===== src/rtl/cam_bist_pkg.sv =====
// Shared constants and codes for the CAM BIST
// Defaults describe a 16 x 8 CAM with a 4-bit address
// Read and search latency of the array is fixed at pipe_depth cycles
// Patterns are 8 bits wide and get resized where dwidth differs

package cam_bist_pkg;

  // ====================
  // Array geometry defaults
  // ====================
  localparam int cam_entries = 16;
  localparam int cam_dwidth  = 8;
  localparam int cam_awidth  = 4;

  // Cycles from rd_en or srch_en to valid array output
  localparam int pipe_depth = 2;

  // Data backgrounds for the all-match and single-mismatch phases
  localparam logic [7:0] pat_fill = 8'hA5;
  localparam logic [7:0] pat_alt  = 8'h5A;

  // ====================
  // Reference pattern select
  // ====================
  typedef enum logic [1:0] {
    all_match       = 2'b00,
    single_match    = 2'b01,
    single_mismatch = 2'b10,
    all_mismatch    = 2'b11
  } match_sel_e;

  // ====================
  // Sequencer phases
  // ====================
  // Code 6 is unused, 7 marks idle and the closing cycle
  typedef enum logic [2:0] {
    ph_write      = 3'd0,
    ph_read       = 3'd1,
    ph_single     = 3'd2,
    ph_miss       = 3'd3,
    ph_allmatch   = 3'd4,
    ph_singlemiss = 3'd5,
    ph_idle       = 3'd7
  } bist_phase_e;

endpackage


===== src/rtl/cam_array.sv =====
// Behavioural binary CAM, one write, one read and one search port
// rd_data and match_lines are valid two cycles after their enables
// A write is visible to a read or search issued in the next cycle
// Stuck-at fault forces one stored bit, fault_bit must stay below dwidth
// Storage has no reset, contents are unknown until written

`timescale 1ns/100ps

module cam_array #(
  parameter int entries = 16,
  parameter int dwidth  = 8,
  parameter int awidth  = 4
) (
  input  logic                bist_clk,
  input  logic                rst,
  input  logic                wr_en,
  input  logic [awidth-1:0]   wr_addr,
  input  logic [dwidth-1:0]   wr_data,
  input  logic                rd_en,
  input  logic [awidth-1:0]   rd_addr,
  input  logic                srch_en,
  input  logic [dwidth-1:0]   srch_key,
  input  logic                fault_en,
  input  logic [awidth-1:0]   fault_entry,
  input  logic [2:0]          fault_bit,
  input  logic                fault_val,
  output logic [dwidth-1:0]   rd_data,
  output logic [entries-1:0]  match_lines
);

  logic [entries-1:0][dwidth-1:0] mem;
  // Contents as seen by the read and search logic
  logic [entries-1:0][dwidth-1:0] mem_view;
  logic [dwidth-1:0]              rd_q1;
  logic [entries-1:0]             match_q1;

  // ====================
  // Storage
  // ====================
  always_ff @(posedge bist_clk) begin
    if (wr_en) begin
      mem[wr_addr] <= wr_data;
    end
  end

  // Stuck-at override on the selected cell
  always_comb begin
    mem_view = mem;
    if (fault_en) begin
      mem_view[fault_entry][fault_bit] = fault_val;
    end
  end

  // ====================
  // Read pipeline
  // ====================
  always_ff @(posedge bist_clk) begin
    if (rd_en) begin
      rd_q1 <= mem_view[rd_addr];
    end
    rd_data <= rd_q1;
  end

  // ====================
  // Search pipeline
  // ====================
  // Match lines stay low in cycles without a search
  always_ff @(posedge bist_clk) begin
    if (rst) begin
      match_q1    <= '0;
      match_lines <= '0;
    end else begin
      for (int i = 0; i < entries; i++) begin
        match_q1[i] <= srch_en && (mem_view[i] == srch_key);
      end
      match_lines <= match_q1;
    end
  end

endmodule


===== src/rtl/cam_mbist_ctrl.sv =====
// Fixed march sequencer for the CAM BIST, one operation per cycle
// start is taken only while the phase is idle, including the closing cycle
// Every comparing phase ends with two drain cycles, nothing is issued there
// cm_mode and match_sel hold for the whole phase, drain cycles included
// A run lasts 154 sequence cycles plus one closing cycle before done

`timescale 1ns/100ps

module cam_mbist_ctrl
  import cam_bist_pkg::*;
#(
  parameter int entries = 16,
  parameter int dwidth  = 8,
  parameter int awidth  = 4
) (
  input  logic               bist_clk,
  input  logic               rst,
  input  logic               start,
  output logic               busy,
  output logic               done,
  output bist_phase_e        phase,
  output logic               wr_en,
  output logic [awidth-1:0]  wr_addr,
  output logic [dwidth-1:0]  wr_data,
  output logic               rd_en,
  output logic [awidth-1:0]  rd_addr,
  output logic               srch_en,
  output logic [dwidth-1:0]  srch_key,
  output logic               cm_mode,
  output match_sel_e         match_sel,
  output logic [awidth-1:0]  ref_addr,
  output logic               cmp_en,
  output logic [dwidth-1:0]  exp_data
);

  localparam logic [awidth-1:0] last_addr = awidth'(entries - 1);

  logic [awidth-1:0] addr;
  // Step within ph_singlemiss: 0 write alt, 1 search, 2 restore
  logic [1:0]        sub;
  // 0 while issuing, then 1 and 2 for the drain cycles
  logic [1:0]        drain;
  // ph_allmatch runs a fill pass then a search pass
  logic              half;
  logic              issue;
  logic              last;
  bist_phase_e       next_phase;

  assign issue    = busy && (drain == 2'd0);
  assign last     = (addr == last_addr);
  assign ref_addr = addr;
  assign wr_addr  = addr;
  assign rd_addr  = addr;

  // ====================
  // Operation decode
  // ====================
  always_comb begin
    wr_en     = 1'b0;
    wr_data   = '0;
    rd_en     = 1'b0;
    srch_en   = 1'b0;
    srch_key  = '0;
    cmp_en    = 1'b0;
    exp_data  = '0;
    cm_mode   = 1'b0;
    match_sel = all_match;
    case (phase)
      ph_write: begin
        wr_en   = issue;
        wr_data = dwidth'(addr);
      end
      ph_read: begin
        rd_en    = issue;
        cmp_en   = issue;
        exp_data = dwidth'(addr);
      end
      ph_single: begin
        cm_mode   = 1'b1;
        match_sel = single_match;
        srch_en   = issue;
        cmp_en    = issue;
        srch_key  = dwidth'(addr);
      end
      ph_miss: begin
        cm_mode   = 1'b1;
        match_sel = all_mismatch;
        srch_en   = issue;
        cmp_en    = issue;
        srch_key  = '1;
      end
      ph_allmatch: begin
        cm_mode  = 1'b1;
        wr_data  = dwidth'(pat_fill);
        srch_key = dwidth'(pat_fill);
        wr_en    = issue && !half;
        srch_en  = issue && half;
        cmp_en   = issue && half;
      end
      ph_singlemiss: begin
        cm_mode   = 1'b1;
        match_sel = single_mismatch;
        srch_key  = dwidth'(pat_fill);
        wr_data   = (sub == 2'd0) ? dwidth'(pat_alt) : dwidth'(pat_fill);
        wr_en     = issue && (sub != 2'd1);
        srch_en   = issue && (sub == 2'd1);
        cmp_en    = issue && (sub == 2'd1);
      end
      default: begin
      end
    endcase
  end

  // Phase that follows the drain of the current one
  always_comb begin
    case (phase)
      ph_read:     next_phase = ph_single;
      ph_single:   next_phase = ph_miss;
      ph_miss:     next_phase = ph_allmatch;
      ph_allmatch: next_phase = ph_singlemiss;
      default:     next_phase = ph_idle;
    endcase
  end

  // ====================
  // Phase state machine
  // ====================
  always_ff @(posedge bist_clk) begin
    if (rst) begin
      phase <= ph_idle;
      busy  <= 1'b0;
      done  <= 1'b0;
      addr  <= '0;
      sub   <= '0;
      drain <= '0;
      half  <= 1'b0;
    end else if (start && phase == ph_idle) begin
      phase <= ph_write;
      busy  <= 1'b1;
      done  <= 1'b0;
      addr  <= '0;
      sub   <= '0;
      drain <= '0;
      half  <= 1'b0;
    end else if (busy) begin
      if (phase == ph_idle) begin
        // Closing cycle, last compare has already been judged
        busy <= 1'b0;
        done <= 1'b1;
      end else if (drain == 2'd2) begin
        drain <= '0;
        phase <= next_phase;
      end else if (drain != 2'd0) begin
        drain <= drain + 2'd1;
      end else if (phase == ph_singlemiss && sub != 2'd2) begin
        sub <= sub + 2'd1;
      end else begin
        sub  <= '0;
        addr <= last ? '0 : addr + 1'b1;
        if (last) begin
          if (phase == ph_write) begin
            // Write pass needs no drain, nothing to compare
            phase <= ph_read;
          end else if (phase == ph_allmatch && !half) begin
            half <= 1'b1;
          end else begin
            drain <= 2'd1;
          end
        end
      end
    end
  end

endmodule


===== src/rtl/cam_bist_outhandler.sv =====
// Match-line test logic for the CAM BIST
// Reference address is delayed two cycles to line up with match_lines
// cm_mode and match_sel are taken as they stand in the compare cycle
// Compare result is ORed down to dwidth bits, or padded when narrower
// No reset, all state here is a pure delay line

`timescale 1ns/100ps

module cam_bist_outhandler
  import cam_bist_pkg::*;
#(
  parameter int entries = 16,
  parameter int dwidth  = 8,
  parameter int awidth  = 4
) (
  input  logic                bist_clk,
  input  logic                cm_mode,
  input  match_sel_e          match_sel,
  input  logic [awidth-1:0]   ref_addr,
  input  logic [entries-1:0]  match_lines,
  input  logic [dwidth-1:0]   rd_data,
  output logic [dwidth-1:0]   rd_data_out,
  output logic [entries-1:0]  match_ref
);

  logic [awidth-1:0]  addr_q1;
  logic [awidth-1:0]  addr_q2;
  logic [entries-1:0] one_hot;
  logic [entries-1:0] cmp_vec;
  logic [dwidth-1:0]  cmp_data;

  // ====================
  // Reference vector
  // ====================
  always_ff @(posedge bist_clk) begin
    addr_q1 <= ref_addr;
    addr_q2 <= addr_q1;
  end

  assign one_hot = entries'(1) << addr_q2;

  always_comb begin
    unique case (match_sel)
      all_match:       match_ref = '1;
      single_match:    match_ref = one_hot;
      single_mismatch: match_ref = ~one_hot;
      all_mismatch:    match_ref = '0;
      default:         match_ref = '0;
    endcase
  end

  // Any set bit marks an entry whose match line is wrong
  assign cmp_vec = match_ref ^ match_lines;

  // ====================
  // Fold onto data width
  // ====================
  if (entries > dwidth) begin : g_compact
    localparam int groups = (entries + dwidth - 1) / dwidth;
    logic [groups*dwidth-1:0] padded;

    // Top group is zero filled when entries is not a multiple of dwidth
    always_comb begin
      padded = '0;
      padded[entries-1:0] = cmp_vec;
      cmp_data = '0;
      for (int g = 0; g < groups; g++) begin
        cmp_data = cmp_data | padded[g*dwidth +: dwidth];
      end
    end
  end else if (entries == dwidth) begin : g_equal
    assign cmp_data = cmp_vec;
  end else begin : g_expand
    // Result sits in the upper bits, low bits read as zero
    assign cmp_data = {cmp_vec, {(dwidth-entries){1'b0}}};
  end

  // Search result replaces read data in CAM mode
  assign rd_data_out = cm_mode ? cmp_data : rd_data;

endmodule


===== src/rtl/cam_bist_checker.sv =====
// Result checker for the CAM BIST
// Expectations are delayed pipe_depth cycles to meet the array output
// fail is sticky, phase and address belong to the first mismatch only
// start clears the result only while the sequencer phase is idle

`timescale 1ns/100ps

module cam_bist_checker
  import cam_bist_pkg::*;
#(
  parameter int dwidth = 8,
  parameter int awidth = 4
) (
  input  logic               bist_clk,
  input  logic               rst,
  input  logic               start,
  input  logic               cmp_en,
  input  logic [dwidth-1:0]  exp_data,
  input  bist_phase_e        phase,
  input  logic [awidth-1:0]  ref_addr,
  input  logic [dwidth-1:0]  rd_data_out,
  output logic               fail,
  output bist_phase_e        fail_phase,
  output logic [awidth-1:0]  fail_addr
);

  logic [pipe_depth-1:0]              cmp_q;
  logic [pipe_depth-1:0][dwidth-1:0]  exp_q;
  bist_phase_e                        phase_q [pipe_depth];
  logic [pipe_depth-1:0][awidth-1:0]  addr_q;
  logic                               mismatch;

  // ====================
  // Expectation delay
  // ====================
  always_ff @(posedge bist_clk) begin
    if (rst) begin
      cmp_q <= '0;
    end else begin
      cmp_q <= {cmp_q[pipe_depth-2:0], cmp_en};
    end
    exp_q[0]   <= exp_data;
    phase_q[0] <= phase;
    addr_q[0]  <= ref_addr;
    for (int i = 1; i < pipe_depth; i++) begin
      exp_q[i]   <= exp_q[i-1];
      phase_q[i] <= phase_q[i-1];
      addr_q[i]  <= addr_q[i-1];
    end
  end

  assign mismatch = cmp_q[pipe_depth-1] && (rd_data_out != exp_q[pipe_depth-1]);

  // ====================
  // First fail capture
  // ====================
  always_ff @(posedge bist_clk) begin
    if (rst || (start && phase == ph_idle)) begin
      fail       <= 1'b0;
      fail_phase <= ph_idle;
      fail_addr  <= '0;
    end else if (mismatch && !fail) begin
      fail       <= 1'b1;
      fail_phase <= phase_q[pipe_depth-1];
      fail_addr  <= addr_q[pipe_depth-1];
    end
  end

endmodule


===== src/rtl/cam_bist_top.sv =====
// CAM with its BIST sequencer, output handler and checker
// Geometry comes from the package defaults and is passed down
// Fault inputs go straight to the array fault model
// Results are valid while done is high

`timescale 1ns/100ps

module cam_bist_top
  import cam_bist_pkg::*;
#(
  parameter int entries = cam_entries,
  parameter int dwidth  = cam_dwidth,
  parameter int awidth  = cam_awidth
) (
  input  logic                bist_clk,
  input  logic                rst,
  input  logic                start,
  input  logic                fault_en,
  input  logic [awidth-1:0]   fault_entry,
  input  logic [2:0]          fault_bit,
  input  logic                fault_val,
  output logic                busy,
  output logic                done,
  output logic                fail,
  output bist_phase_e         fail_phase,
  output logic [awidth-1:0]   fail_addr,
  output logic [entries-1:0]  match_ref
);

  // Sequencer outputs
  bist_phase_e        phase;
  logic               wr_en;
  logic [awidth-1:0]  wr_addr;
  logic [dwidth-1:0]  wr_data;
  logic               rd_en;
  logic [awidth-1:0]  rd_addr;
  logic               srch_en;
  logic [dwidth-1:0]  srch_key;
  logic               cm_mode;
  match_sel_e         match_sel;
  logic [awidth-1:0]  ref_addr;
  logic               cmp_en;
  logic [dwidth-1:0]  exp_data;
  // Array and handler outputs
  logic [dwidth-1:0]  rd_data;
  logic [entries-1:0] match_lines;
  logic [dwidth-1:0]  rd_data_out;

  cam_mbist_ctrl #(
    .entries (entries),
    .dwidth  (dwidth),
    .awidth  (awidth)
  ) u_ctrl (
    .bist_clk  (bist_clk),
    .rst       (rst),
    .start     (start),
    .busy      (busy),
    .done      (done),
    .phase     (phase),
    .wr_en     (wr_en),
    .wr_addr   (wr_addr),
    .wr_data   (wr_data),
    .rd_en     (rd_en),
    .rd_addr   (rd_addr),
    .srch_en   (srch_en),
    .srch_key  (srch_key),
    .cm_mode   (cm_mode),
    .match_sel (match_sel),
    .ref_addr  (ref_addr),
    .cmp_en    (cmp_en),
    .exp_data  (exp_data)
  );

  cam_array #(
    .entries (entries),
    .dwidth  (dwidth),
    .awidth  (awidth)
  ) u_array (
    .bist_clk    (bist_clk),
    .rst         (rst),
    .wr_en       (wr_en),
    .wr_addr     (wr_addr),
    .wr_data     (wr_data),
    .rd_en       (rd_en),
    .rd_addr     (rd_addr),
    .srch_en     (srch_en),
    .srch_key    (srch_key),
    .fault_en    (fault_en),
    .fault_entry (fault_entry),
    .fault_bit   (fault_bit),
    .fault_val   (fault_val),
    .rd_data     (rd_data),
    .match_lines (match_lines)
  );

  cam_bist_outhandler #(
    .entries (entries),
    .dwidth  (dwidth),
    .awidth  (awidth)
  ) u_outhandler (
    .bist_clk    (bist_clk),
    .cm_mode     (cm_mode),
    .match_sel   (match_sel),
    .ref_addr    (ref_addr),
    .match_lines (match_lines),
    .rd_data     (rd_data),
    .rd_data_out (rd_data_out),
    .match_ref   (match_ref)
  );

  cam_bist_checker #(
    .dwidth (dwidth),
    .awidth (awidth)
  ) u_checker (
    .bist_clk    (bist_clk),
    .rst         (rst),
    .start       (start),
    .cmp_en      (cmp_en),
    .exp_data    (exp_data),
    .phase       (phase),
    .ref_addr    (ref_addr),
    .rd_data_out (rd_data_out),
    .fail        (fail),
    .fail_phase  (fail_phase),
    .fail_addr   (fail_addr)
  );

endmodule


===== config.mk =====
export PLATFORM = sky130hd
export DESIGN_NAME = cam_bist_top
export DESIGN_NICKNAME = d
export VERILOG_FILES = /design/src/rtl/cam_bist_pkg.sv /design/src/rtl/cam_array.sv /design/src/rtl/cam_mbist_ctrl.sv /design/src/rtl/cam_bist_outhandler.sv /design/src/rtl/cam_bist_checker.sv /design/src/rtl/cam_bist_top.sv
export SDC_FILE = /design/constraint.sdc
export NUM_CORES = 1
export LEC_CHECK = 0
export BUFFER_PORTS_ARGS = -buffer_cell sky130_fd_sc_hd__buf_2
export CAP_MARGIN = 20
export CORE_MARGIN = 2
export CORE_UTILIZATION = 51
export CTS_BUF_LIST = sky130_fd_sc_hd__clkbuf_8
export CTS_CLUSTER_SIZE = 8
export DETAILED_ROUTE_END_ITERATION = 10
export PLACE_DENSITY = 0.67
export SLEW_MARGIN = 20
export SYNTH_ARGS = -nofsm -noshare
export SYNTH_HDL_FRONTEND = slang
export SYNTH_SLANG_ARGS = --single-unit

===== constraint.sdc =====
create_clock -name bist_clk -period 6.3 [get_ports bist_clk]
set_input_delay 0.315 -clock bist_clk [delete_from_list [all_inputs] [get_ports bist_clk]]
set_output_delay 0.315 -clock bist_clk [all_outputs]
set_load 0.05 [all_outputs]

==> results_dict.tcl, run 1 <==
set metrics [dict create \
    layout-drive-gt1-share 0.1367 \
    yosysSeqAreaShare 0.4113 \
    synth_top_area_frac 0.2651 \
    switchingPower_uw 808.6 \
    initial_core_util 0.5203 \
    path_cells "nand2b_1 -> a21oi_2 -> mux2i_1 -> xnor2_1 -> a41oi_1 -> xor2_1 -> o41ai_4 -> o21ai_0 -> a21oi_1" \
    ir_worst_vdd_mv 0.1271 \
    synth_area_leader_cell "edfxtp_1" \
    nets 1206 \
    final_max_slew_viol_count 0 \
    die-area_um2 24330 \
    swShare 0.3088 \
    use_met2 0.4340 \
    dp_hpwl_um 24480 \
    relSlewSlack 0.2372 \
    worst_pin_slew_ns 1.144 \
    grt_overflow 0 \
    cp_top_family "compound AO/OA/AOI/OAI gates" \
    cts_buffers 17 \
    design_area_um2 12510 \
    p_leak_nw 4.421 \
    endpoint_kind "register" \
    cap_violations 0 \
    crit_buf_inv 0 \
    final_cell_mix "mux2i_1 (135), nand2_1 (128), nor2_1 (123)" \
    clkTransAtPathRegs_ns 0.11 \
    antenna_cells 0 \
    dpl_cell_area_um2 12090 \
    final_common_cell "mux2i_1" \
    cp.arrival_ns 4.69 \
    syn_to_final_growth_pct 6.236 \
    async_flop_share 0 \
    hold_viol_final 0 \
    clock-sinks 190 \
    grt_use_met3 0.05194 \
    fillers 1952 \
    place.gp.congestion 0.9296 \
    worst_hold_path_type "primary input to register" \
    fmax_ghz 0.2342 \
    cp.required_ns 6.72 \
    synth_cell_types 70 \
    rr_worst_depth 9 \
    syn_nets 1228 \
    synth_edf_count 104 \
    comb_power_share 0.170 \
    worst_path_max_delay_cell "dfxtp_1" \
    timing.final.ws_setup_ns 2.030 \
    grt_pass1_wl_um 51450 \
    drc 0 \
    rsz0062_at_grt "no" \
    whs_ns 0.1558 \
    min_path_cells 3 \
    port-buffer-count 37 \
    io_pins 38 \
    pwr-share-seq 0.509 \
    postCtsSetupBuffers 0 \
    syn_avg_cell_area_um2 9.743 \
    outcome "complete, no violations" \
    cts_resized 0 \
    antenna_found_initial 0 \
    finalSetupTns_ns 0 \
    gr-usage-met1 0.3944 \
    ys.flop_type "edfxtp_1" \
    crit_fanout 27 \
    cp.depth 9 \
    dr.pass1.iters 6 \
    fin_crit_ns 4.270 \
    fp.dieH_um 156.0 \
    max_stage_delay_ns 1.04 \
    synthesis.area_um2 11780 \
    synth_area_leaders "edfxtp_1 (27%), dfxtp_1 (15%), mux2i_1 (11%)" \
    grt_use_total 0.2824 \
    p_int_mw 1.810 \
    cts_root_buf "clkbuf_8" \
    wire_per_inst_um 23.08 \
    grt_max_degree 103 \
    worstSkewPairLatency_ns 0.49 \
    synthCells 1209 \
    grt_pass1_vias 8598 \
    ant_nets 0 \
    place_ws_ns 2.182 \
    clock_power_share 0.320 \
    ys_ff_latch 190 \
    fin_crit_sh 0.6778 \
    powerDensity_nw_per_um2 209.3 \
    via_count 9442 \
    cts_tree "built" \
    drt_wl_total_um 34280 \
    yosysWarnings 0 \
    htree_num_levels 4 \
    cts_hold_buf 0 \
    rows 55 \
    die_x_um 156.0 \
    core_um2 22640 \
    skew_ns 0.02114 \
    first_iter_violations 1070 \
    critical_path_class "register to register" \
    top_usage_layer "met2" \
    setup_viol 0 \
    clock_path_buffers 2 \
    avgViaCountPerCell 6.358 \
    cp-start-kind "register" \
]
==> worst paths after layout <==
kind	slack, ns	startpoint	to
worst max-delay path	2.03	u_ctrl.phase[1]$_SDFFE_PP1P_	u_checker.fail_addr[2]$_SDFFE_PP0P_
worst min-delay path	0.16	start	u_ctrl.busy$_SDFF_PP0_
worst max register to register	2.03	u_ctrl.phase[1]$_SDFFE_PP1P_	u_checker.fail_addr[2]$_SDFFE_PP0P_
worst min register to register	0.32	u_checker.addr_q[2]$_DFF_P_	u_checker.addr_q[6]$_DFF_P_
==> per-stage QoR <==
step	total power, mW	util	std cells
6_report	2.619	0.5527	1485
5_1_grt	2.707	0.5527	1485
4_1_cts	2.618	0.5522	1485
3_5_place_dp	1.796	0.5340	1453
3_3_place_gp	1.791	0.5340	1453
2_1_floorplan	1.685	-	1209
==> registers in the layout, summed over array words and instances, names as in the netlist, 2 cells and up <==
name and cells:
u_checker.exp_q 8, u_array.rd_data 8, u_checker.fail_addr 4, u_checker.cmp_q 2
u_checker.fail_phase 3, u_array.mem 96, u_checker.addr_q 8, u_array.match_lines 16
u_checker.phase_q 6, u_array.match_q1 16, u_array.rd_q1 8, u_ctrl.drain 2
u_ctrl.rd_addr 4, u_ctrl.sub 2, u_ctrl.phase 3
==> cell usage after synthesis (all sizes together) (3+ instances only) <==
cell type	n
and3	8
nand3	38
a211oi	21
or2	3
and2	22
mux2i	135
nor3b	5
o311ai	10
nand3b	4
mux2	3
dfxtp	86
nor2	125
xor2	34
ha	7
o21ai	41
nor2b	27
inv	21
mux4	40
nand4	10
a21oi	73
a221oi	4
clkbuf	66
o22ai	3
a41oi	3
nand2b	9
nor4	11
a21o	3
nand2	129
buf	35
nor3	31
xnor2	43
a31oi	19
edfxtp	104
or3b	3
==> power by group through the flow <==
stage	combinational, mW	clock (mW)	sequential [mW]
floorplan	0.329	0	1.36
global placement	0.429	0	1.36
detailed placement	0.434	0	1.36
CTS	0.436	0.849	1.33
global route	0.475	0.896	1.34
finish	0.446	0.839	1.33
==> worst register-to-register path, stage by stage (launching register included) <==
cell	delay (ns)
dfxtp_1	1.04
nand2b_1	0.73
a21oi_2	0.77
mux2i_1	0.24
xnor2_1	0.19
a41oi_1	0.16
xor2_1	0.25
o41ai_4	0.54
o21ai_0	0.14
a21oi_1	0.16
==> per-layer routing <==
layer	up-vias	wire, um
met5	-	0
met4	0	1347
met3	94	3354
met2	559	15360
met1	4462	14220
li1	4327	-
==> kinds of logic after synthesis <==
kind of cell	after synthesis	synth area share
xor+xnor	77	0.05726
fa+ha+maj	7	0.007435
compound gates	197	0.1070
flops	190	0.4113
mux	178	0.1941
simple gates	438	0.1782
buf+inv	122	0.04472
==> layout make-up <==
cell class / count / area (um2) / share of cell area
Clock inverter: 12 / 137.6 / 0.01100
Clock buffer: 20 / 275.3 / 0.02200
Sequential cell: 190 / 4845 / 0.3872
Timing Repair Buffer: 60 / 360.3 / 0.02880
Multi-Input combinational cell: 897 / 6460 / 0.5162
Tap cell: 285 / 356.6 / 0.02850
Inverter: 21 / 78.83 / 0.006299
Power figures use the tool's default switching activity.
==> run 2, diff against run 1 <==
==> constraint.sdc (replaced) <==
create_clock -name bist_clk -period 4.42 [get_ports bist_clk]
set_input_delay 0.221 -clock bist_clk [delete_from_list [all_inputs] [get_ports bist_clk]]
set_output_delay 0.221 -clock bist_clk [all_outputs]
set_load 0.05 [all_outputs]
==> run 2 against run 1 <==
Net effect: clock skew decreased by 0.0027 ns; non-clock buffer count increased by 7; sequential power increased by 43%; critical path depth unchanged; global-route usage increased by 1.8 points; highest routed layer is now met5; clock power increased by 50%; clock-buffer cell count decreased by 3; critical path type unchanged; flip-flop and latch count unchanged; cell area increased by 0.63%; routed wire length increased by 4.4%; power increased by 46%.
==> results_dict.tcl, run 2 (synthesized netlist as in run 1, its figures left out) <==
set metrics [dict create \
    antenna_cells 0 \
    first_iter_violations 1290 \
    design_area_um2 12590 \
    drc 0 \
    cap_violations 0 \
    grt_max_degree 75 \
    antenna_found_initial 2 \
    cts_resized 0 \
    grt_use_total 0.3002 \
    drt_wl_total_um 35800 \
    cp.required_ns 4.85 \
    fin_crit_ns 3.456 \
    postCtsSetupBuffers 0 \
    grt_pass1_wl_um 54280 \
    clock_path_buffers 2 \
    cp-start-kind "register" \
    fmax_ghz 0.2894 \
    clock-sinks 190 \
    port-buffer-count 37 \
    cts_buffers 17 \
    worst_pin_slew_ns 1.211 \
    grt_overflow 0 \
    wire_per_inst_um 24.00 \
    io_pins 38 \
    dr.pass1.iters 6 \
    final_max_slew_viol_count 0 \
    rows 55 \
    reg_top3 "u_array.mem: 96 flops, u_array.match_lines: 16 flops, u_array.match_q1: 16 flops" \
    outcome "complete, no violations" \
    relSlewSlack 0.1924 \
    place.gp.congestion 0.9388 \
    ant_nets 0 \
    dp_hpwl_um 24920 \
    total_power_mw 3.828 \
    initial_core_util 0.5203 \
    powerDensity_nw_per_um2 304.0 \
    cts_hold_buf 0 \
    ir_worst_vdd_mv 0.2069 \
    clkTransAtPathRegs_ns 0.12 \
    crit_start "u_ctrl.phase[2]$_SDFFE_PP1P_" \
    fillers 1925 \
    whs_ns 0.03620 \
    critical_path_class "register to register" \
    endpoint_kind "register" \
    hold_viol_final 0 \
    die-area_um2 24330 \
    largest_reg_flops 96 \
    p_leak_nw 4.464 \
    fp.dieH_um 156.0 \
    htree_num_levels 4 \
    crit_fanout 18 \
    die_x_um 156.0 \
    worstSkewPairLatency_ns 0.51 \
    via_count 9633 \
    setup_viol 0 \
    final_cell_mix "mux2i_1 (135), nand2_1 (128), nor2_1 (125)" \
    core_um2 22640 \
    max_flop_register "u_array.mem" \
    cp.arrival_ns 3.89 \
    worst_hold_path_type "primary input to register" \
    hp-start "start" \
    nets 1213 \
    layout-drive-gt1-share 0.1408 \
    cts_root_buf "clkbuf_8" \
    avgViaCountPerCell 6.456 \
    syn_to_final_growth_pct 6.905 \
    final_common_cell "mux2i_1" \
    rsz0062_at_grt "no" \
    skew_ns 0.01842 \
    cts_tree "built" \
    finalSetupTns_ns 0 \
    r2r_start "u_ctrl.phase[2]$_SDFFE_PP1P_" \
    fin_crit_sh 0.7818 \
    grt_pass1_vias 8904 \
    dpl_cell_area_um2 12150 \
]
-- run 2: changes by cell type in the layout (fill, tap and decap cells not counted), moves of 2 or more --
cell      before  now
inv_12         0    4
buf_4         24   31
clkinv_8       1    3
nor2_2         2    0
clkbuf_8      20   17
nor2_1       123  125
inv_6          5    2
-- run 2: path summary, 6_finish.rpt --
kind                                               to  slack (ns)  cells after the start
setup / recovery  u_checker.fail_addr[1]$_SDFFE_PP0P_        0.96                      9
hold reg to reg           u_checker.addr_q[6]$_DFF_P_        0.33                      0
setup reg to reg  u_checker.fail_addr[1]$_SDFFE_PP0P_        0.96                      9
hold / removal                 u_ctrl.busy$_SDFF_PP0_        0.04                      3
-- run 2: cell type report --
class	instances	area, um2	share of cell area
tap	285	356.6	0.02832
clock buffer	17	234.0	0.01858
clock inverter	15	205.2	0.01630
inverter	21	78.83	0.006260
multi-input combinational	897	6460	0.5130
sequential	190	4845	0.3847
timing repair buffer	67	412.9	0.03279
-- run 2: per-stage QoR --
stage | setup WS, ns | util | cells
6_report | 0.9644 | 0.5562 | 1492
4_1_cts | 1.034 | 0.5562 | 1492
5_1_grt | 0.6840 | 0.5562 | 1492
2_1_floorplan | 1.360 | - | 1209
3_3_place_gp | 1.162 | 0.5365 | 1460
3_5_place_dp | 1.066 | 0.5368 | 1460
-- run 2: routing by layer --
metal,up-vias,wire length [um],GRT usage
li1,4353,-,-
met1,4552,14500,0.4186
met2,628,15980,0.4589
met3,96,3888,0.06333
met4,4,1406,0.1197
met5,-,29,0
-- run 2: worst max-delay path: stages, from the launching register on --
cell and delay, ns:
dfxtp_1 0.71, nand2b_1 0.37, a21oi_2 0.62, a31oi_1 0.23, xnor2_1 0.19, a31oi_1 0.23, xor2_1 0.16, o41ai_4 0.57
o21ai_0 0.15, a21oi_1 0.15
-- run 2: report_power, final --
part           switching (mW)  internal (mW)  total (mW)
registers              0.0181           1.88        1.90
clock network           0.800          0.461        1.26
logic                   0.474          0.195       0.669
total                    1.29           2.54        3.83
==> run 3, diff against run 2 <==
--- a/config.mk
+++ b/config.mk
@@ -5,6 +5,7 @@
 export SDC_FILE = /design/constraint.sdc
 export NUM_CORES = 1
 export LEC_CHECK = 0
+export ABC_AREA = 1
 export BUFFER_PORTS_ARGS = -buffer_cell sky130_fd_sc_hd__buf_2
 export CAP_MARGIN = 20
 export CORE_MARGIN = 2
@@ -12,7 +13,7 @@
 export CTS_BUF_LIST = sky130_fd_sc_hd__clkbuf_8
 export CTS_CLUSTER_SIZE = 8
 export DETAILED_ROUTE_END_ITERATION = 10
-export PLACE_DENSITY = 0.67
+export PLACE_DENSITY = 0.7
 export SLEW_MARGIN = 20
 export SYNTH_ARGS = -nofsm -noshare
 export SYNTH_HDL_FRONTEND = slang
==> constraint.sdc (replaced) <==
create_clock -name bist_clk -period 3.03 [get_ports bist_clk]
set_input_delay 0.1515 -clock bist_clk [delete_from_list [all_inputs] [get_ports bist_clk]]
set_output_delay 0.1515 -clock bist_clk [all_outputs]
set_load 0.05 [all_outputs]
==> run 3 against run 2 <==
Net effect: highest routed layer is now met4; largest power group is now combinational logic; via count up 15%; clock skew up 0.0037 ns; sequential share of layout area up 0.40 points; largest cell class unchanged; synthesized cell count up 26%; cell count up 25%; sequential power up 58%; maximum frequency up 30%.
==> results_dict.tcl, run 3 <==
set metrics [dict create \
    ir_worst_vdd_mv 0.3708 \
    synth_top_family_by_area "simple AND/OR/NAND/NOR gates" \
    worstSkewPairLatency_ns 0.51 \
    r2r_slack_ns 0.38 \
    timing.final.ws_setup_ns 0.3761 \
    outcome "complete, no violations" \
    switchingPower_mw 4.135 \
    synth_xor_area_frac 0.02924 \
    ys.flop_type "edfxtp_1" \
    total_power_mw 8.838 \
    min_path_cells 5 \
    synth_area_leader_cell "edfxtp_1" \
    syn_to_final_growth_pct 9.510 \
    skew_ns 0.02208 \
    cts_tree "built" \
    synth_fa_ha_area_frac 0.007696 \
    grt_pass1_vias 10110 \
    fin_crit_sh 0.8759 \
    worst_pin_slew_ns 1.152 \
    synth-compound-area-share 0.1536 \
    place.gp.congestion 1.030 \
    critical_path_class "register to register" \
    grt_max_degree 52 \
    avgViaCountPerCell 5.949 \
    rr_worst_depth 10 \
    hp-start "start" \
    pwr-share-seq 0.339 \
    clock_power_share 0.213 \
    comb_power_share 0.448 \
    ys_ff_latch 190 \
    crit_start "u_ctrl.phase[2]$_SDFFE_PP1P_" \
    drc 0 \
    fin_crit_ns 2.654 \
    rows 54 \
    p_leak_nw 5.044 \
    yosysMostFrequentCell "nand2_1" \
    whs_ns 0.02362 \
    cp.required_ns 3.48 \
    fmax_ghz 0.3768 \
    yosysSeqAreaShare 0.4257 \
    drt_wl_total_um 39040 \
    cap_violations 0 \
    ant_nets 0 \
    r2r_start "u_ctrl.phase[2]$_SDFFE_PP1P_" \
    relSlewSlack 0.2317 \
    endpoint_kind "register" \
    via_count 11060 \
    max_flop_register "u_array.mem" \
    p_int_mw 4.704 \
    synth_area_leaders "edfxtp_1 (27%), dfxtp_1 (15%), nand2_1 (13%)" \
    placed_cells 1827 \
    synthCells 1525 \
    wire_per_inst_um 21.00 \
    finalSetupTns_ns 0 \
    clock_path_buffers 2 \
    die_x_um 153.4 \
    instances_no_fill 1859 \
    yosysWarnings 0 \
    syn_nets 1544 \
    reg_top3 "u_array.mem: 96 flops, u_array.match_lines: 16 flops, u_array.match_q1: 16 flops" \
    largest_reg_flops 96 \
    die-area_um2 23530 \
    cts_hold_buf 0 \
    r2r_end "u_array.match_q1[1]$_SDFF_PP0_" \
    postCtsSetupBuffers 0 \
    nets 1585 \
    cp-start-kind "register" \
    setup_viol 0 \
    max_stage_delay_ns 0.63 \
    synth_simple_gate_area_share 0.2739 \
    io_pins 38 \
    final_max_slew_viol_count 0 \
    cts_buffers 17 \
    initial_core_util 0.5199 \
    port-buffer-count 37 \
    grt_overflow 0 \
    dr.pass1.iters 6 \
    grt_pass1_wl_um 59590 \
    cp.arrival_ns 3.11 \
    dp_hpwl_um 28110 \
    hold_viol_final 0 \
    powerDensity_nw_per_um2 709.1 \
    antenna_found_initial 0 \
    final_cell_mix "nand2_1 (404), o21ai_0 (163), inv_1 (161)" \
    synth_edf_count 104 \
    yosys-top-cells-count "nand2_1 (404), o21ai_0 (166), inv_1 (161), nor2_1 (135), edfxtp_1 (104)" \
    swShare 0.4678 \
    design_area_um2 12460 \
    path_cells "nand3_4 -> nand2_4 -> nor2_8 -> nand2_4 -> o211ai_2 -> buf_4 -> a21oi_1 -> o211ai_1 -> nor4_1 -> buf_4" \
    clkTransAtPathRegs_ns 0.12 \
    htree_num_levels 4 \
    synthMuxAreaShare 0.02375 \
    layout-drive-gt1-share 0.1026 \
    worst_path_max_delay_cell "dfxtp_1" \
    core_um2 21890 \
    fp.dieH_um 153.4 \
    hold_end "u_ctrl.busy$_SDFF_PP0_" \
    synthesis.area_um2 11380 \
    place_ws_ns 0.4283 \
    async_flop_share 0 \
    synth_cell_types 50 \
    worst_hold_path_type "primary input to register" \
    crit_fanout 15 \
    grt_use_total 0.3322 \
    cts_root_buf "clkbuf_8" \
    dpl_cell_area_um2 12020 \
    synth_top_area_frac 0.2744 \
    rsz0062_at_grt "no" \
    antenna_cells 0 \
    utilization 0.5693 \
    cts_resized 0 \
    syn_avg_cell_area_um2 7.463 \
    clock-sinks 190 \
    first_iter_violations 1525 \
    final_common_cell "nand2_1" \
]
run 3: worst max-delay path by stage:
stage	end	cells past startpoint	slack [ns]
after floorplan	u_checker.fail_addr[0]$_SDFFE_PP0P_	13	0.17
after global placement	u_checker.fail$_SDFFE_PP0P_	10	0.43
after detailed placement	u_array.match_q1[1]$_SDFF_PP0_	10	0.43
after CTS	u_array.match_q1[1]$_SDFF_PP0_	10	0.39
after global routing	u_checker.fail_phase[0]$_SDFFE_PP1P_	12	0.08
final	u_array.match_q1[1]$_SDFF_PP0_	10	0.38
run 3: critical path: cells and delay by family, from the launching register on:
family / cells / cell delay, ns
buffers and inverters: 2 / 0.47
AOI/OAI and AO/OA: 3 / 0.59
DFF: 1 / 0.63
and+or+nand+nor: 5 / 0.89
run 3: layout make-up:
class	count	area, um2
clock buffers	17	234.0
clock inverters	15	212.7
repair buffers	89	613.1
flip-flops and latches	190	4845
inverters	173	649.4
multi-input cells	1095	5559
fillers	2075	9428
well taps	280	350.3
run 3: cell families after synthesis:
family	after synthesis
and+or+nand+nor	725
buffers and inverters	240
DFF	190
adders and majority gates	7
xor gates and xnor gates	38
AOI/OAI and AO/OA	298
muxes	27
run 3: power groups by stage:
stage / sequential (mW) / combinational, mW / clock (mW)
floorplan: 3.04 / 2.78 / 0
global placement: 3.05 / 3.84 / 0
detailed placement: 3.05 / 3.88 / 0
CTS: 3.00 / 3.88 / 1.89
global route: 3.01 / 4.24 / 1.99
finish: 3.00 / 3.96 / 1.88
run 3: metal layers:
layer,global-route usage,part of all wire
met2,0.5185,0.45
met1,0.4417,0.39
met4,0.1756,0.060
met5,0,0
met3,0.05982,0.10
